File: src/common/frontend_macros.svh
// widths, queue depth and reset vector for the fetch front end
// the queue depth must be a power of two and at least 2
// the reset vector must be word aligned since fetches are whole words
`ifndef FRONTEND_MACROS_SVH
`define FRONTEND_MACROS_SVH

// ------------------------------------------------------------
// bus geometry
// ------------------------------------------------------------

// byte address width of the instruction bus
`define FE_W_ADDR 32

// data word width, two instruction halfwords per word
`define FE_W_DATA 32

// ------------------------------------------------------------
// front end configuration
// ------------------------------------------------------------

// number of words held in the prefetch queue
`define FE_FIFO_DEPTH 2

// first fetch address after reset
`define FE_RESET_VECTOR 32'h0000_0080

`endif
File: src/common/instr_pkg.sv
// instruction side types, the two encodings share one 32-bit word
// the two lowest bits pick which view of the union is meaningful
`default_nettype none

package instr_pkg;

	// register number in the integer register file
	typedef logic [4:0] reg_num_t;

	// the two lowest instruction bits, quadrant 3 is a 32-bit instruction
	typedef enum logic [1:0] {
		QUAD_0 = 2'b00,
		QUAD_1 = 2'b01,
		QUAD_2 = 2'b10,
		QUAD_3 = 2'b11
	} quadrant_e;

	// standard 32-bit field layout, opcode includes the quadrant bits
	typedef struct packed {
		logic [6:0] funct7;
		reg_num_t   rs2;
		reg_num_t   rs1;
		logic [2:0] funct3;
		reg_num_t   rd;
		logic [6:0] opcode;
	} rv32_fields_t;

	// a full compressed register field, whose low three bits are the compact
	// register field of the CA/CB/CL/CS formats (x8 to x15)
	typedef struct packed {
		logic [1:0] prefix;
		logic [2:0] compact;
	} rvc_reg_t;

	// compressed layout in the low halfword, upper halfword unused
	typedef struct packed {
		logic [15:0] upper;
		logic [2:0]  funct3;
		logic        bit12;
		rvc_reg_t    rd_rs1;
		rvc_reg_t    rs2;
		quadrant_e   quadrant;
	} rvc_fields_t;

	// one instruction word seen either way
	typedef union packed {
		rv32_fields_t rv32;
		rvc_fields_t  rvc;
	} instr_view_u;

endpackage

`default_nettype wire

File: src/common/fetch_pkg.sv
// fetch side types for the bus and the instruction assembly yard
// widths come from the front end macro header
`default_nettype none

`include "frontend_macros.svh"

package fetch_pkg;

	// ------------------------------------------------------------
	// bus side
	// ------------------------------------------------------------

	// byte address on the instruction bus
	typedef logic [`FE_W_ADDR-1:0] addr_t;

	// one data word as returned by the bus
	typedef logic [`FE_W_DATA-1:0] word_t;

	// ------------------------------------------------------------
	// assembly side
	// ------------------------------------------------------------

	// one instruction halfword, the unit decode consumes
	typedef logic [`FE_W_DATA/2-1:0] half_t;

	// halfword count from 0 to 3, used for the yard level and for consumption
	typedef logic [1:0] hw_count_t;

	// number of fetches in flight, never more than two in normal operation
	typedef logic [1:0] fetch_count_t;

endpackage

`default_nettype wire

File: src/hw/frontend_top.sv
// instruction fetch front end, bus request, prefetch queue, CIR assembly and
// register predecode, jump targets must be word aligned
`timescale 1ns/1ps
`default_nettype none

module frontend_top import fetch_pkg::*; import instr_pkg::*; (
	input  wire logic      clk,
	input  wire logic      rst_n,
	output addr_t          mem_addr,
	output logic           mem_addr_vld,
	input  wire logic      mem_addr_rdy,
	input  wire word_t     mem_data,
	input  wire logic      mem_data_vld,
	input  wire addr_t     jump_target,
	input  wire logic      jump_target_vld,
	output logic           jump_target_rdy,
	output word_t          cir,
	output hw_count_t      cir_vld,
	input  wire hw_count_t cir_use,
	output reg_num_t       next_regs_rs1,
	output reg_num_t       next_regs_rs2,
	output logic           next_regs_vld
);

	logic        jump_now;
	logic        flushing;
	logic        queue_full;
	logic        queue_almost_full;
	logic        must_refill;
	word_t       fetch_data;
	logic        fetch_data_vld;
	instr_view_u next_instr;
	hw_count_t   next_level;

	fetch_request i_fetch_request (
		.clk               (clk),
		.rst_n             (rst_n),
		.mem_addr          (mem_addr),
		.mem_addr_vld      (mem_addr_vld),
		.mem_addr_rdy      (mem_addr_rdy),
		.mem_data_vld      (mem_data_vld),
		.jump_target       (jump_target),
		.jump_target_vld   (jump_target_vld),
		.jump_target_rdy   (jump_target_rdy),
		.queue_full        (queue_full),
		.queue_almost_full (queue_almost_full),
		.jump_now          (jump_now),
		.flushing          (flushing)
	);

	prefetch_queue i_prefetch_queue (
		.clk            (clk),
		.rst_n          (rst_n),
		.mem_data       (mem_data),
		.mem_data_vld   (mem_data_vld),
		.flushing       (flushing),
		.jump_now       (jump_now),
		.must_refill    (must_refill),
		.full           (queue_full),
		.almost_full    (queue_almost_full),
		.empty          (),
		.fetch_data     (fetch_data),
		.fetch_data_vld (fetch_data_vld)
	);

	instr_assembly i_instr_assembly (
		.clk            (clk),
		.rst_n          (rst_n),
		.fetch_data     (fetch_data),
		.fetch_data_vld (fetch_data_vld),
		.jump_now       (jump_now),
		.flushing       (flushing),
		.cir_use        (cir_use),
		.cir            (cir),
		.cir_vld        (cir_vld),
		.must_refill    (must_refill),
		.next_instr     (next_instr),
		.next_level     (next_level)
	);

	regs_predecode i_regs_predecode (
		.next_instr    (next_instr),
		.next_level    (next_level),
		.next_regs_rs1 (next_regs_rs1),
		.next_regs_rs2 (next_regs_rs2),
		.next_regs_vld (next_regs_vld)
	);

endmodule

`default_nettype wire

File: src/hw/regs_predecode.sv
// rs1 and rs2 numbers of the instruction that the CIR will hold next cycle
// purely combinational, the numbers are only meaningful when next_regs_vld is high
`timescale 1ns/1ps
`default_nettype none

module regs_predecode import fetch_pkg::*; import instr_pkg::*; (
	input  wire instr_view_u next_instr,
	input  wire hw_count_t   next_level,
	output reg_num_t         next_regs_rs1,
	output reg_num_t         next_regs_rs2,
	output logic             next_regs_vld
);

	quadrant_e quadrant;
	logic [2:0] funct3;
	logic       is_32bit;

	assign quadrant = next_instr.rvc.quadrant;
	assign funct3   = next_instr.rvc.funct3;
	assign is_32bit = quadrant == QUAD_3;

	// a 32-bit instruction needs both CIR halfwords, a compressed one only the low
	assign next_regs_vld = is_32bit ? next_level[1] : |next_level;

	always_comb begin
		// compact register fields address x8 to x15
		next_regs_rs1 = {2'b01, next_instr.rvc.rd_rs1.compact};
		if (is_32bit) begin
			next_regs_rs1 = next_instr.rv32.rs1;
		end else if ((quadrant == QUAD_0 && funct3 == 3'b000)
			|| (quadrant == QUAD_1 && funct3 == 3'b011)
			|| (quadrant == QUAD_2 && (funct3 == 3'b010 || funct3 == 3'b110))) begin
			// addi4spn, addi16sp, lwsp and swsp all work off the stack pointer
			next_regs_rs1 = 5'd2;
		end else if (quadrant == QUAD_2 || (quadrant == QUAD_1 && funct3 == 3'b000)) begin
			next_regs_rs1 = next_instr.rvc.rd_rs1;
		end
	end

	always_comb begin
		if (is_32bit) begin
			next_regs_rs2 = next_instr.rv32.rs2;
		end else if (quadrant == QUAD_2) begin
			next_regs_rs2 = next_instr.rvc.rs2;
		end else begin
			next_regs_rs2 = {2'b01, next_instr.rvc.rs2.compact};
		end
	end

endmodule

`default_nettype wire

File: src/hw/assembly/instr_assembly.sv
// instruction assembly yard of three halfwords, the CIR plus one buffer halfword
// decode consumption may not exceed cir_vld
// fetch words always land whole, since jump targets are word aligned
`timescale 1ns/1ps
`default_nettype none

module instr_assembly import fetch_pkg::*; import instr_pkg::*; (
	input  wire logic      clk,
	input  wire logic      rst_n,
	input  wire word_t     fetch_data,
	input  wire logic      fetch_data_vld,
	input  wire logic      jump_now,
	input  wire logic      flushing,
	input  wire hw_count_t cir_use,
	output word_t          cir,
	output hw_count_t      cir_vld,
	output logic           must_refill,
	output instr_view_u    next_instr,
	output hw_count_t      next_level
);

	// number of valid halfwords in {hwbuf, cir}
	hw_count_t       level;
	half_t           hwbuf;
	half_t [2:0]     yard;
	half_t [2:0]     yard_shifted;
	half_t [2:0]     yard_next;
	hw_count_t       level_no_fetch;
	hw_count_t       level_next;
	logic            refill_now;

	assign yard = {hwbuf, cir};

	// ------------------------------------------------------------
	// shift by consumption
	// ------------------------------------------------------------

	// halfwords that end up invalid or overwritten are left as whatever is
	// cheapest, only the surviving ones need to move down
	always_comb begin
		if (cir_use[1]) begin
			yard_shifted = {hwbuf, yard[1], hwbuf};
		end else if (cir_use[0]) begin
			yard_shifted = {hwbuf, hwbuf, yard[1]};
		end else begin
			yard_shifted = yard;
		end
	end

	assign level_no_fetch = level - cir_use;

	// ------------------------------------------------------------
	// fetch overlay
	// ------------------------------------------------------------

	// the yard wants a new word whenever less than two halfwords survive
	assign must_refill = !level_no_fetch[1];
	assign refill_now  = must_refill && fetch_data_vld;

	// the fresh word sits right above the surviving halfwords, and is laid down
	// even when not valid since the level decides what counts
	always_comb begin
		if (level_no_fetch[1]) begin
			yard_next = yard_shifted;
		end else if (level_no_fetch[0]) begin
			yard_next = {fetch_data, yard_shifted[0]};
		end else begin
			yard_next = {yard_shifted[2], fetch_data};
		end
	end

	// a redirect throws away everything, including a word arriving now
	assign level_next = (jump_now || flushing) ? 2'd0 : level_no_fetch + {refill_now, 1'b0};

	always_ff @(posedge clk or negedge rst_n) begin
		if (!rst_n) begin
			level   <= '0;
			cir_vld <= '0;
		end else begin
			level   <= level_next;
			// decode never sees more than the CIR itself
			cir_vld <= level_next[1] ? 2'd2 : level_next;
		end
	end

	always_ff @(posedge clk) begin
		{hwbuf, cir} <= yard_next;
	end

	// the predecode looks at next cycle's CIR
	assign next_instr = yard_next[1:0];
	assign next_level = level_next;

endmodule

`default_nettype wire

File: src/hw/fetch/prefetch_queue.sv
// shift style prefetch queue, entry 0 is always the head
// when empty the bus word is offered straight to assembly and not stored
`timescale 1ns/1ps
`default_nettype none

`include "frontend_macros.svh"

module prefetch_queue import fetch_pkg::*; (
	input  wire logic  clk,
	input  wire logic  rst_n,
	input  wire word_t mem_data,
	input  wire logic  mem_data_vld,
	input  wire logic  flushing,
	input  wire logic  jump_now,
	input  wire logic  must_refill,
	output logic       full,
	output logic       almost_full,
	output logic       empty,
	output word_t      fetch_data,
	output logic       fetch_data_vld
);

	localparam int DEPTH = `FE_FIFO_DEPTH;

	word_t            entry [DEPTH];
	logic [DEPTH-1:0] valid;
	logic             push;
	logic             pop;

	assign full        = valid[DEPTH-1];
	assign almost_full = !valid[DEPTH-1] && valid[DEPTH-2];
	assign empty       = !valid[0];

	// a word bypassing an empty queue into the yard is not stored as well
	assign push = mem_data_vld && !flushing && !(must_refill && empty);
	assign pop  = must_refill && !empty;

	// the yard sees the head, or the live bus word when nothing is queued
	assign fetch_data     = empty ? mem_data : entry[0];
	assign fetch_data_vld = !empty || (mem_data_vld && !flushing);

	// valid bits stay packed at the bottom, so push fills one more and pop drops one
	always_ff @(posedge clk or negedge rst_n) begin
		if (!rst_n) begin
			valid <= '0;
		end else if (jump_now) begin
			valid <= '0;
		end else if (push || pop) begin
			valid <= ~(~valid << push) >> pop;
		end
	end

	// ------------------------------------------------------------
	// data shift
	// ------------------------------------------------------------

	// each entry takes its upper neighbour on a pop, otherwise the bus word
	// lands in the lowest free slot
	always_ff @(posedge clk) begin
		for (int i = 0; i < DEPTH; i++) begin
			if (pop || (push && !valid[i])) begin
				if (i < DEPTH - 1 && valid[(i + 1) % DEPTH]) begin
					entry[i] <= entry[(i + 1) % DEPTH];
				end else begin
					entry[i] <= mem_data;
				end
			end
		end
	end

endmodule

`default_nettype wire

File: src/hw/fetch/fetch_request.sv
// address phase generator for the instruction bus
// jump targets must be word aligned, all accesses are full words
// once mem_addr_vld is up the address holds until the cycle after mem_addr_rdy
`timescale 1ns/1ps
`default_nettype none

`include "frontend_macros.svh"

module fetch_request import fetch_pkg::*; (
	input  wire logic  clk,
	input  wire logic  rst_n,
	output addr_t      mem_addr,
	output logic       mem_addr_vld,
	input  wire logic  mem_addr_rdy,
	input  wire logic  mem_data_vld,
	input  wire addr_t jump_target,
	input  wire logic  jump_target_vld,
	output logic       jump_target_rdy,
	input  wire logic  queue_full,
	input  wire logic  queue_almost_full,
	output logic       jump_now,
	output logic       flushing
);

	addr_t        fetch_addr;
	logic         addr_hold;
	logic         reset_holdoff;
	fetch_count_t pending;
	fetch_count_t flush_cnt;
	logic         addr_vld_raw;
	logic         accepted;
	logic         new_issue;
	logic         fetch_stall;

	// ------------------------------------------------------------
	// handshake state
	// ------------------------------------------------------------

	// a held address phase blocks redirection, everything else may jump
	assign jump_target_rdy = !addr_hold;
	assign jump_now        = jump_target_vld && jump_target_rdy;
	assign accepted        = mem_addr_vld && mem_addr_rdy;
	// a fetch counts as pending from the first cycle its address is shown
	assign new_issue       = mem_addr_vld && !addr_hold;
	// returning words are dropped while older fetches are still draining
	assign flushing        = |flush_cnt;

	always_ff @(posedge clk or negedge rst_n) begin
		if (!rst_n) begin
			reset_holdoff <= 1'b1;
			addr_hold     <= 1'b0;
			pending       <= '0;
			flush_cnt     <= '0;
		end else begin
			reset_holdoff <= 1'b0;
			addr_hold     <= mem_addr_vld && !mem_addr_rdy;
			pending       <= pending + fetch_count_t'(new_issue) - fetch_count_t'(mem_data_vld);
			if (jump_now) begin
				// everything in flight now belongs to the old stream
				flush_cnt <= pending - fetch_count_t'(mem_data_vld);
			end else if (flushing && mem_data_vld) begin
				flush_cnt <= flush_cnt - 2'd1;
			end
		end
	end

	// ------------------------------------------------------------
	// fetch address
	// ------------------------------------------------------------

	// the fetch address runs ahead of decode in word steps
	always_ff @(posedge clk or negedge rst_n) begin
		if (!rst_n) begin
			fetch_addr <= `FE_RESET_VECTOR;
		end else if (jump_now) begin
			// step past the target if it went out on the bus this cycle
			fetch_addr <= {jump_target[`FE_W_ADDR-1:2] + (`FE_W_ADDR-2)'(accepted), 2'b00};
		end else if (accepted) begin
			fetch_addr <= fetch_addr + addr_t'(4);
		end
	end

	// the registered pending count keeps bus ready out of the address path
	assign fetch_stall = queue_full
		|| (queue_almost_full && |pending)
		|| pending > 2'd1;

	// priority is a held address, then a jump target, then the next word
	always_comb begin
		mem_addr     = fetch_addr;
		addr_vld_raw = 1'b1;
		if (addr_hold) begin
			mem_addr = fetch_addr;
		end else if (jump_target_vld) begin
			mem_addr = jump_target;
		end else if (fetch_stall) begin
			addr_vld_raw = 1'b0;
		end
	end

	// no request goes out in the first cycle after reset
	assign mem_addr_vld = addr_vld_raw && !reset_holdoff;

endmodule

`default_nettype wire

File: config.mk
export PLATFORM = sky130hd
export DESIGN_NAME = frontend_top
export DESIGN_NICKNAME = d
export VERILOG_FILES = /design/src/common/instr_pkg.sv /design/src/common/fetch_pkg.sv /design/src/hw/frontend_top.sv /design/src/hw/regs_predecode.sv /design/src/hw/assembly/instr_assembly.sv /design/src/hw/fetch/prefetch_queue.sv /design/src/hw/fetch/fetch_request.sv
export VERILOG_INCLUDE_DIRS = /design/src /design/src/common
export SDC_FILE = /design/constraint.sdc
export NUM_CORES = 1
export LEC_CHECK = 0
export BUFFER_PORTS_ARGS = -buffer_cell sky130_fd_sc_hd__buf_2
export CORE_MARGIN = 2
export CORE_UTILIZATION = 50
export CTS_BUF_LIST = sky130_fd_sc_hd__clkbuf_16
export DETAILED_ROUTE_END_ITERATION = 7
export HOLD_SLACK_MARGIN = 0.12
export PLACE_DENSITY = 0.73
export SYNTH_ARGS = -nofsm -noshare
export SYNTH_HDL_FRONTEND = slang
export SYNTH_SLANG_ARGS = --single-unit
File: constraint.sdc
create_clock -name clk -period 6 [get_ports clk]
set_clock_uncertainty 0.05 [all_clocks]
set_input_delay 0.9 -clock clk [delete_from_list [all_inputs] [get_ports clk]]
set_output_delay 0.9 -clock clk [all_outputs]
set_load 0.005 [all_outputs]
Word-level counts from Yosys, hierarchy flattened
Memory sizes are Yosys's and may differ from the RTL's. Index checks and enable logic that the tools add are counted.

Add/subtract/negate cells: 8. Magnitude comparators: 1. Equal/unequal tests: 8. Shifts and indexed selects: 2. Multiplexer cells: 33. Bitwise operators: 3. Reduce and logical (&&, ||, !) cells: 47.

Operators with widths (number): $mux W32 (8); $mux W48 (2); $add A32 B3 Y32 const B (1); $add A30 B1 Y30 (1); $mux W5 (5); $logic_and A1 B1 Y1 (19); $mux W1 (12); $mux W2 (6); $logic_or A1 B1 Y1 (11); $logic_not A1 Y1 (8); $eq A3 B2 Y1 const B (2); $reduce_bool A2 Y1 (3); $reduce_or A2 Y1 (3); $eq A2 B2 Y1 const B (2); $ne A2 B2 Y1 const B (2); $not A2 Y2 (2); $sub A2 B1 Y2 (2); $eq A3 B3 Y1 const B (1); $logic_not A3 Y1 (1); $add A2 B1 Y2 (1); $add A2 B2 Y2 (1); $eq A2 B1 Y1 const B (1); $gt A2 B1 Y1 const B (1); $logic_not A2 Y1 (1); other kinds (6) (6).

Register bits: 92. RAM bits: 64. Input bits: 71. Logic and storage cells: 114. Memories kept: 1.

Memory list: i_prefetch_queue.entry (depth 2, bits a word 32, read ports 2, clocked after memory_dff 0, write ports 2, line prefetch_queue.sv:25) `word_t entry [DEPTH];`.

Longest topological paths before layout
Gate-level depths: netlist of run 1.

Depth after elaboration: 12. Depth in mapped cells: 13. Gate-level depth less buffers: 12.

Cells and area by module
From an unflattened synthesis of run 1, not the netlist that was laid out.

Cells, all modules: 871. Area total of the unflattened synthesis: 9051.2 um2.

Modules (own cells, without submodules): fetch_request (instances 1, cells an instance 417, area an instance 3243.1 um2, seq. area each 903.4 um2); prefetch_queue (instances 1, cells an instance 153, area an instance 2856.5 um2, seq. area each 1971.9 um2); instr_assembly (instances 1, cells an instance 261, area an instance 2710.1 um2, seq. area each 1196.1 um2); regs_predecode (instances 1, cells an instance 40, area an instance 241.5 um2, seq. area each 0.0 um2).

Worst setup path before layout of run 1
OpenSTA, ideal clock, no wires.

Path kind: input-to-reg. Start point: input port cir_use[0]. End point: memory i_prefetch_queue.entry[0][32] in the netlist's numbering, enable pin. Library setup time: 466 ps. Data arrival time: 3782 ps. Path slack: 1702 ps. Cell stages on the path: 4. Path through: ha_1 > xor3_1 > nand3_1 > o21ai_0.

RTL lines: start: declaration (line frontend_top.sv:19) `input wire hw_count_t cir_use,`; end: declaration (line prefetch_queue.sv:25).

Worst setup path in the final report of run 1
Start point: input port cir_use[0]. End point: output port next_regs_rs1[1].

Cells in the longest elaborated chain, start to end: 10.

Ends and longest elaborated chain: parallel branches: the longest is 3 deep, another holds $sub A2 B2 Y2; $mux W48 (*) (line instr_assembly.sv:63) `if (level_no_fetch[1]) begin`; $eq A3 B2 Y1, or another cell as far along (line regs_predecode.sv:31) `|| (quadrant == QUAD_1 && funct3 == 3'b011)`; $logic_and A1 B1 Y1, or another cell as far along (line regs_predecode.sv:31); $logic_or A1 B1 Y1 / $logic_and A1 B1 Y1 (equally long branches) (line regs_predecode.sv:31, regs_predecode.sv:32); $logic_or A1 B1 Y1 (line regs_predecode.sv:32) `|| (quadrant == QUAD_2 && (funct3 == 3'b010 || funct3 == 3'b110))) begin`; $mux W5 (line regs_predecode.sv:30) `end else if ((quadrant == QUAD_0 && funct3 == 3'b000)`; $mux W5 (*) (line regs_predecode.sv:28) `if (is_32bit) begin`; end: declaration (line frontend_top.sv:20) `output reg_num_t next_regs_rs1,`.

Every way passes the cells marked *. The select of a mux whose other input is x is not followed.

==> qor.txt, run 1 <==
======================================================================================
Status                                                                    complete, no violations
Num rows                                                                            46
Root buffer cell                                                             clkbuf_16
Setup Viol. Count Final                                                              0
Total detailed-routing wirelength                                            19,300 µm
Post-synthesis cell count                                                          784
Worst path arrival time                                                        3900 ps
Growth of design area from synthesis to finish                                   18.7%
Normalized max-slew margin                                                       0.351
Total stage count of the critical path                                              10
Leading cell types by count after synthesis                               nand2_1 (162), edfxtp_1 (87), mux2_2 (58), mux2i_1 (51), o21ai_0 (40)
Worst R2R Path Depth                                                                12
Wire length of the first global-routing pass                                 30,400 µm
Non-filler instance count after layout                                           1,150
Static power due to leakage                                                    4.10 nW
Most numerous cell in the Yosys netlist                                        nand2_1
Crit-path max cell delay                                                        740 ps
Number of distinct library cells after synthesis                                    58
CP Cell Sequence                                                          buf_2 > ha_1 > xor3_1 > buf_4 > nand2b_4 > mux2i_1 > nand2_1 > nor2_1 > a21oi_1 > buf_2
Setup repair after global routing missed its margin                              false
Peak supply drop                                                              0.255 mV
Main flop type after synthesis                                                edfxtp_1
Antenna cell count                                                                   0
End point of the critical path                                            next_regs_rs1[1]
Critical setup path kind                                                  input port to primary output
Initial antenna violation count                                                      1
Tot GR Track Use                                                                 0.220
Post-CTS Setup Inserts                                                               0
Max Transition Viols Final                                                           0
Logic pwr share                                                                  0.320
Average wire per standard cell                                                 16.8 µm
CTS Buf Count                                                                       17
Clock insertion delay at the later pin of the skew report                       420 ps
Library cell contributing the largest single delay on the critical path        mux2i_1
Largest net degree at the start of global routing                                   48
First drt pass iteration count                                                       5
Top cell by count, worst path                                                    buf_2
Total via count in the routed design                                             6,294
TritonCTS clock tree                                                             built
Layout cells sized above 1                                                       0.291
Actual transition at the worst max-transition pin                               974 ps
Kind of start point of the critical path                                    input port
DP HPWL                                                                      13,900 µm
Mean area per synthesized cell                                                10.5 µm²
Count of input and output buffers                                                  149
Die width                                                                       132 µm
Part of the Yosys area used for sequential elements                              0.505
Warning count from the yosys run                                                     0
Maximum fanout encountered on the critical timing path                              27
Worst path top cell family by delay                                       simple AND/OR/NAND/NOR gates
Internal power consumption                                                     2.78 mW
Remaining DRCs                                                                       0
Number of H-tree branching levels                                                    4
Net switching share of the total power                                           0.322
Number of placed I/O pins                                                          150
Clock transition at path regs                                                    60 ps
Min-Delay Path Class                                                      register to register
Initial DRC count                                                                  462
Setup tns final                                                                   0 ps
Worst path buffer plus inverter count                                                3
Yosys top cell by area                                                        edfxtp_1
Initial core utilization                                                         0.514
Synth Register Bits                                                                153
Synth top area cells                                                      edfxtp_1 (32%), dfrtp_1 (12%), mux2_2 (8.0%)
Net Sw Power                                                                   1.32 mW
Terminus of the critical flop-to-flop path                                i_fetch_request.fetch_addr[31]$_DFFE_PN0P_
Data required, critical path                                                   5050 ps
Die ar.                                                                     17,400 µm²
Fin. Hold Viols                                                                      0
Post-cts hold buffer count                                                           0
Share of async-settable or async-resettable flops after synthesis                0.268
Endpoint kind of the worst setup timing path                              primary output
Sequential share of power                                                        0.398
P per Cell Area                                                             421 nW/µm²
Ratio of final minimum period to clock period                                    0.808
Highest achievable clock rate                                                  206 MHz
Vertical die dimension                                                          132 µm
Netlist area before placement                                                 8200 µm²
Post-detailed-route count of antenna-violating nets                                  0
Minimum setup slack after placement                                            1180 ps
Number of nets in the layout                                                       999
Min setup slack post-route                                                     1150 ps
Reg-to-Reg Start                                                          i_prefetch_queue.valid[0]$_DFFE_PN0P_
Area of the core                                                            15,900 µm²
Share of the synthesized area in the top cell type                               0.319
Proportion of power drawn by the clock network                                   0.283
Maximum Capacitance Violations                                                       0
Post-synth EDFFs                                                                    87
Net count after synthesis                                                          862
Clock buffer depth                                                                   2
Number of global-route vias before repair                                        5,843
Sinks on the clock net                                                             153
Placed Instances                                                                 1,118
Drt via density                                                                   5.47
Overflow left after global routing                                                   0
Crit path time final                                                           4850 ps
FF-to-FF setup slack                                                           2070 ps
Routability congestion estimate from global placement                            0.886
Launching instance or port of the critical path                             cir_use[0]
Post-cts sizing count                                                                0
======================================================================================
==> state kept, by name (all words and copies together) (netlist names) <==
| signal | flops |
|---|---|
| i_prefetch_queue.entry | 64 |
| i_instr_assembly.cir | 32 |
| i_fetch_request.fetch_addr | 30 |
| i_instr_assembly.hwbuf | 16 |
| i_fetch_request.flush_cnt | 2 |
| i_fetch_request.pending | 2 |
| i_instr_assembly.cir_vld | 2 |
| i_prefetch_queue.valid | 2 |
| i_fetch_request.addr_hold | 1 |
| i_fetch_request.reset_holdoff | 1 |
| i_instr_assembly.level | 1 |
==> power by group through the flow <==
stage | clock network [mW] | logic [mW] | registers (mW)
finish | 1.16 | 1.31 | 1.63
global route | 1.20 | 1.44 | 1.66
CTS | 1.17 | 1.31 | 1.63
detailed placement | 0 | 1.30 | 1.65
global placement | 0 | 1.27 | 1.64
floorplan | 0 | 0.879 | 1.61
==> kinds of logic (layout without fill, tap and decap cells) <==
logic type      after synthesis  count (layout)  synth area share
compound gates               97              97            0.0723
flops                       153             153             0.505
mux                         112             112             0.148
fa+ha+maj                     7               7            0.0107
xor+xnor                     62              62            0.0680
other cells                   1               1          0.000457
buf+inv                      60             210            0.0337
simple gates                292             292             0.162
==> final cells by class <==
cell class	count	area (µm²)
Inverter	20	80.1
Clock buffer	17	425
Tap cell	216	270
Timing Repair Buffer	158	813
Sequential cell	153	4140
Multi-Input combinational cell	571	3800
Clock inverter	15	208
Fill cell	1324	6200
==> per-layer routing <==
metal  wire, µm  share of wire  GRT usage
met1       9080           0.47      0.322
met4        297          0.015     0.0731
met2       8610           0.45      0.329
met5         16        0.00083          0
met3       1280          0.066     0.0454
==> how the worst min path moves through the flow <==
stage                                                 start                                       to  depth (start not counted)
floorplan              i_instr_assembly.hwbuf[12]$_DFFE_PP_         i_instr_assembly.cir[12]$_DFF_P_                          2
global placement       i_instr_assembly.hwbuf[12]$_DFFE_PP_         i_instr_assembly.cir[12]$_DFF_P_                          2
detailed placement  i_prefetch_queue.entry[0][50]$_DFFE_PP_  i_prefetch_queue.entry[0][18]$_DFFE_PP_                          1
CTS                 i_prefetch_queue.entry[0][50]$_DFFE_PP_  i_prefetch_queue.entry[0][18]$_DFFE_PP_                          1
global route        i_prefetch_queue.entry[0][60]$_DFFE_PP_  i_prefetch_queue.entry[0][28]$_DFFE_PP_                          1
finish              i_prefetch_queue.entry[0][50]$_DFFE_PP_  i_prefetch_queue.entry[0][18]$_DFFE_PP_                          1
==> per-stage QoR <==
| stage | cell area (µm²) | utilization | hold WS [ps] | total power, mW |
|---|---|---|---|---|
| final | 9740 | 0.611 | 492 | 4.10 |
| after CTS | 9740 | 0.611 | 496 | 4.11 |
| after floorplan | 8200 | - | 430 | 2.49 |
| after global routing | 9740 | 0.611 | 500 | 4.31 |
| after detailed placement | 9100 | 0.571 | 482 | 2.95 |
| after global placement | 9100 | 0.571 | 450 | 2.91 |
==> placed cells by master, fill, tap and decap left out, types with 20 or more instances in the layout <==
cell and instances:
nand3_1 23, dfrtp_1 38, nor2_1 35, buf_2 149, xor2_1 33, inv_1 20
mux2i_1 51, nand2_1 162, o21ai_0 39, xnor2_1 28, mux2_2 58, a21oi_1 20
edfxtp_1 87, dfxtp_1 25
Note: power is estimated with default switching activity, not from simulation.
==> run 2: changes to the inputs <==
==> constraint.sdc (replaced) <==
create_clock -name clk -period 5 [get_ports clk]
set_clock_uncertainty 0.05 [all_clocks]
set_input_delay 0.75 -clock clk [delete_from_list [all_inputs] [get_ports clk]]
set_output_delay 0.75 -clock clk [all_outputs]
set_load 0.005 [all_outputs]
==> qor.txt, run 2 (synthesis gave the netlist of run 1 again) <==
======================================================================================
Min setup slack post-route                                                      854 ps
First drt pass iteration count                                                       5
Wire length of the first global-routing pass                                 31,200 µm
TritonCTS clock tree                                                             built
Number of global-route vias before repair                                        5,933
Count of input and output buffers                                                  149
Setup Viol. Count Final                                                              0
FF-to-FF setup slack                                                           1030 ps
Register bank with the most flops                                         i_prefetch_queue.entry
Num rows                                                                            46
Minimum setup slack after placement                                             960 ps
Min-Delay Path Class                                                      input port to async pin
Number of H-tree branching levels                                                    4
Static power due to leakage                                                    4.06 nW
P per Cell Area                                                             493 nW/µm²
Sinks on the clock net                                                             153
Highest-count cells in the layout ignoring fill and taps                  nand2_1 (162), buf_2 (149), edfxtp_1 (87)
Reg-to-Reg Start                                                          i_prefetch_queue.valid[0]$_DFFE_PN0P_
Initial DRC count                                                                  603
Total via count in the routed design                                             6,335
Largest net degree at the start of global routing                                   42
CTS Buf Count                                                                       17
CP Cell Sequence                                                          buf_2 > ha_1 > nand2b_4 > mux2i_1 > nand2_1 > a21o_1 > buf_2
DP HPWL                                                                      13,900 µm
Layout cells sized above 1                                                       0.293
Remaining DRCs                                                                       0
Die ar.                                                                     17,400 µm²
Root buffer cell                                                             clkbuf_16
Status                                                                    complete, no violations
Total power                                                                    4.77 mW
Number of nets in the layout                                                       999
Data required, critical path                                                   4200 ps
Maximum Capacitance Violations                                                       0
Worst path buffer plus inverter count                                                2
Worst path top cell family by delay                                       multiplexers
Maximum fanout encountered on the critical timing path                              27
Post-cts hold buffer count                                                           0
Post-cts sizing count                                                                0
Average wire per standard cell                                                 16.8 µm
Top cell by count, worst path                                                    buf_2
Kind of start point of the critical path                                    input port
Normalized max-slew margin                                                       0.265
Library cell contributing the largest single delay on the critical path        mux2i_1
Worst R2R Path Depth                                                                12
Total detailed-routing wirelength                                            19,400 µm
Commonest non-fill, non-tap cell in the layout                                 nand2_1
Growth of design area from synthesis to finish                                   17.9%
Setup tns final                                                                   0 ps
Clock insertion delay at the later pin of the skew report                       420 ps
Terminus of the critical flop-to-flop path                                i_fetch_request.fetch_addr[31]$_DFFE_PN0P_
Post-detailed-route count of antenna-violating nets                                  0
Endpoint kind of the worst setup timing path                              primary output
Post-CTS Setup Inserts                                                               0
Vertical die dimension                                                          132 µm
Highest achievable clock rate                                                  241 MHz
Tot GR Track Use                                                                 0.226
Clock buffer depth                                                                   2
Number of placed I/O pins                                                          150
Overflow left after global routing                                                   0
Initial core utilization                                                         0.514
Fin. Hold Viols                                                                      0
Total stage count of the critical path                                               7
Initial antenna violation count                                                      2
Max Transition Viols Final                                                           0
Number of flip-flops under the largest register name                                64
Die width                                                                       132 µm
Area of the core                                                            15,900 µm²
Peak supply drop                                                              0.317 mV
Actual transition at the worst max-transition pin                              1090 ps
Routability congestion estimate from global placement                            0.901
Crit-path max cell delay                                                        730 ps
Setup repair after global routing missed its margin                              false
Core occupancy in the finished layout                                            0.607
Clock transition at path regs                                                    60 ps
Worst path arrival time                                                        3350 ps
Critical setup path kind                                                  input port to primary output
Ratio of final minimum period to clock period                                    0.829
Crit path time final                                                           4150 ps
Drt via density                                                                   5.50
======================================================================================
## run 2: changes by cell type in the layout (fill, tap and decap cells not counted)
cell and change:
inv_6 +5, bufinv_16 -4, inv_1 -2, inv_8 +2, clkinv_2 -1, clkinv_4 -1, clkinvlp_4 +1, diode_2 +1
## run 2: layout make-up
cell class / count / area (µm²)
clock buffers: 17 / 425
inverters: 20 / 80.1
diodes: 1 / 2.50
flip-flops and latches: 153 / 4140
multi-input cells: 571 / 3800
well taps: 216 / 270
clock inverters: 15 / 140
repair buffers: 158 / 813
fillers: 1341 / 6270
## run 2: where the power goes
part           internal (mW)  switching [mW]  leakage [nW]
sequential              1.74           0.211          1.51
combinational          0.712           0.871          2.27
clock                  0.696           0.537         0.280
## run 2: through the flow
stage / cell area, µm² / instances / hold WS (ps)
3_5_place_dp: 9100 / 1118 / 471
3_3_place_gp: 9100 / 1118 / 452
6_report: 9670 / 1151 / 407
4_1_cts: 9670 / 1150 / 451
5_1_grt: 9670 / 1151 / 470
2_1_floorplan: 8200 / 784 / 404
## run 2: worst register-to-register path, stage by stage, from the launching register on
cell	delay, ps
dfrtp_2	750
a211oi_1	460
o21bai_1	240
inv_1	190
nand2_1	150
inv_1	110
ha_1	200
and4_1	280
nand3_1	210
nor4_1	620
nand4_1	260
xor2_1	210
mux2i_1	100
## run 2: worst max-delay path by stage
stage	start	end	slack (ps)
2_1_floorplan	cir_use[0]	i_prefetch_queue.entry[0][32]$_DFFE_PP_	850
3_3_place_gp	cir_use[0]	next_regs_vld	1000
3_5_place_dp	cir_use[0]	next_regs_rs1[4]	960
4_1_cts	cir_use[0]	next_regs_rs1[4]	930
5_1_grt	i_prefetch_queue.valid[0]$_DFFE_PN0P_	i_fetch_request.fetch_addr[31]$_DFFE_PN0P_	670
6_report	cir_use[0]	next_regs_vld	850
## run 2: per-layer routing
layer  part of all wire  wire length (µm)  GRT usage  vias up
met4              0.011               219     0.0719        2
met5            0.00067                13          0        -
met3              0.072              1410     0.0488       24
met1               0.47              9170      0.332     2999
li1                   -                 -          -     3044
met2               0.44              8580      0.335      266
==> run 3: changes to the inputs <==
--- a/config.mk
+++ b/config.mk
@@ -12,7 +12,7 @@
 export CTS_BUF_LIST = sky130_fd_sc_hd__clkbuf_16
 export DETAILED_ROUTE_END_ITERATION = 7
 export HOLD_SLACK_MARGIN = 0.12
-export PLACE_DENSITY = 0.73
+export PLACE_DENSITY = 0.76
 export SYNTH_ARGS = -nofsm -noshare
 export SYNTH_HDL_FRONTEND = slang
 export SYNTH_SLANG_ARGS = --single-unit
==> constraint.sdc (replaced) <==
create_clock -name clk -period 3.7 [get_ports clk]
set_clock_uncertainty 0.05 [all_clocks]
set_input_delay 0.555 -clock clk [delete_from_list [all_inputs] [get_ports clk]]
set_output_delay 0.555 -clock clk [all_outputs]
set_load 0.005 [all_outputs]
==> qor.txt, run 3 (synthesis gave the netlist of run 1 again) <==
======================================================================================
Number of placed I/O pins                                                          150
Overflow left after global routing                                                   0
Growth of design area from synthesis to finish                                   19.0%
Post-detailed-route count of antenna-violating nets                                  0
Average wire per standard cell                                                 16.5 µm
Endpoint kind of the worst setup timing path                              primary output
Normalized max-slew margin                                                       0.369
Highest-count cells in the layout ignoring fill and taps                  nand2_1 (162), buf_2 (149), edfxtp_1 (87)
Crit-path max cell delay                                                        530 ps
Internal power consumption                                                     4.39 mW
Setup repair after global routing missed its margin                              false
First drt pass iteration count                                                       5
Post-CTS Setup Inserts                                                               0
Summed area of non-filler cells in the final layout                           9760 µm²
Setup tns final                                                                   0 ps
Die width                                                                       132 µm
Library cell contributing the largest single delay on the critical path        mux2i_2
Maximum fanout encountered on the critical timing path                              27
Status                                                                    complete, no violations
CP Cell Sequence                                                          inv_1 > ha_1 > xor3_1 > nand2b_4 > mux2i_2 > and2_1 > a22o_1 > buf_2
Proportion of power drawn by the clock network                                   0.264
Number of nets in the layout                                                     1,006
Area of the core                                                            15,900 µm²
Ratio of final minimum period to clock period                                    0.918
TritonCTS clock tree                                                             built
Maximum Capacitance Violations                                                       0
Root buffer cell                                                             clkbuf_16
Actual transition at the worst max-transition pin                               947 ps
Highest achievable clock rate                                                  294 MHz
Clock insertion delay at the later pin of the skew report                       420 ps
Wire length of the first global-routing pass                                 31,200 µm
Die ar.                                                                     17,400 µm²
CTS Buf Count                                                                       17
Commonest non-fill, non-tap cell in the layout                                 nand2_1
Net switching share of the total power                                           0.325
Layout cells sized above 1                                                       0.296
Register bank with the most flops                                         i_prefetch_queue.entry
Count of input and output buffers                                                  149
Filler Cells Inserted                                                            1,320
Number of flip-flops under the largest register name                                64
Total detailed-routing wirelength                                            19,200 µm
Kind of start point of the critical path                                      register
Initial antenna violation count                                                      3
Clock transition at path regs                                                    60 ps
Fin. Hold Viols                                                                      0
Data required, critical path                                                   3090 ps
Static power due to leakage                                                    4.11 nW
Num rows                                                                            46
Number of H-tree branching levels                                                    4
Post-cts hold buffer count                                                           0
Logic pwr share                                                                  0.334
Multi-input logic area                                                        3800 µm²
Crit path time final                                                           3400 ps
Min-Delay Path Class                                                      input port to async pin
Placed standard-cell area                                                     9170 µm²
Peak supply drop                                                              0.448 mV
Post-cts sizing count                                                                0
Setup Viol. Count Final                                                              0
Number of global-route vias before repair                                        5,947
Max Transition Viols Final                                                           0
Worst R2R Path Depth                                                                12
P per Cell Area                                                             666 nW/µm²
Sinks on the clock net                                                             153
Drt via density                                                                   5.42
Initial core utilization                                                         0.514
Initial DRC count                                                                  511
Routability congestion estimate from global placement                            0.905
Tot GR Track Use                                                                 0.224
Seq. cell area                                                                4140 µm²
Total power                                                                    6.51 mW
FF-to-FF setup slack                                                            500 ps
DP HPWL                                                                      13,900 µm
Terminus of the critical flop-to-flop path                                i_fetch_request.fetch_addr[31]$_DFFE_PN0P_
Reg-to-Reg Start                                                          i_prefetch_queue.valid[1]$_DFFE_PN0P_
Vertical die dimension                                                          132 µm
Core occupancy in the finished layout                                            0.612
Net Sw Power                                                                   2.11 mW
Total via count in the routed design                                             6,282
Remaining DRCs                                                                       0
Worst path arrival time                                                        2790 ps
Sequential share of power                                                        0.402
Critical setup path kind                                                  register to primary output
Clock buffer depth                                                                   2
Largest net degree at the start of global routing                                   42
======================================================================================
-- run 3: changes by cell type in the layout (fill, tap and decap cells not counted), moves of 2 or more --
cell       previous run  this run
buf_4                 9        15
inv_8                 2         0
bufinv_16             1         3
inv_6                 6         0
clkinv_4              2         4
inv_1                18        21
-- run 3: per-layer routing --
layer  part of all wire  GRT usage  vias to the layer above
met5                  0          0                        -
met4              0.013     0.0628                        0
met3              0.060     0.0431                       20
met2               0.45      0.335                      213
met1               0.48      0.332                     2981
li1                   -          -                     3068
-- run 3: worst max-delay path: cells and delay by family (launching register included) --
family,cells,cell delay (ps)
xor gates and xnor gates,1,260
DFF,1,350
muxes,1,530
AOI/OAI and AO/OA,1,200
and+or+nand+nor,2,700
adders and majority gates,1,180
buffers and inverters,2,160
-- run 3: final cells by class --
type,count,share of cell area
multi-input combinational,571,0.389
clock inverter,15,0.0167
sequential,153,0.424
antenna,2,0.000513
inverter,20,0.00820
clock buffer,17,0.0436
timing repair buffer,165,0.0900
tap,216,0.0277
-- run 3: power groups by stage --
| stage | logic [mW] | registers [mW] | clock network, mW |
|---|---|---|---|
| after floorplan | 1.43 | 2.61 | 0 |
| after detailed placement | 2.15 | 2.64 | 0 |
| after CTS | 2.17 | 2.61 | 1.74 |
| final | 2.17 | 2.62 | 1.72 |
| after global routing | 2.40 | 2.67 | 1.81 |
| after global placement | 2.12 | 2.63 | 0 |
-- run 3: worst max-delay path by stage --
stage                                             start                                       to  slack, ps  cells after the start
detailed placement                           cir_use[0]                         next_regs_rs1[4]        420                      8
CTS                 i_instr_assembly.level[0]$_DFF_PN0_                         next_regs_rs1[4]        310                      8
global placement                             cir_use[0]                         next_regs_rs1[4]        490                      8
floorplan                                    cir_use[0]  i_prefetch_queue.entry[0][10]$_DFFE_PP_         10                      8
global route        i_instr_assembly.level[0]$_DFF_PN0_                         next_regs_rs1[3]         90                      8
finish              i_instr_assembly.level[0]$_DFF_PN0_                         next_regs_rs1[4]        300                      8
-- run 3: stage by stage --
stage               cells  worst slack, ps  hold WS (ps)
finish               1159              304           223
global route         1159             88.6           281
CTS                  1157              310           251
detailed placement   1125              417           469
global placement     1125              493           455
floorplan             784             10.5           209
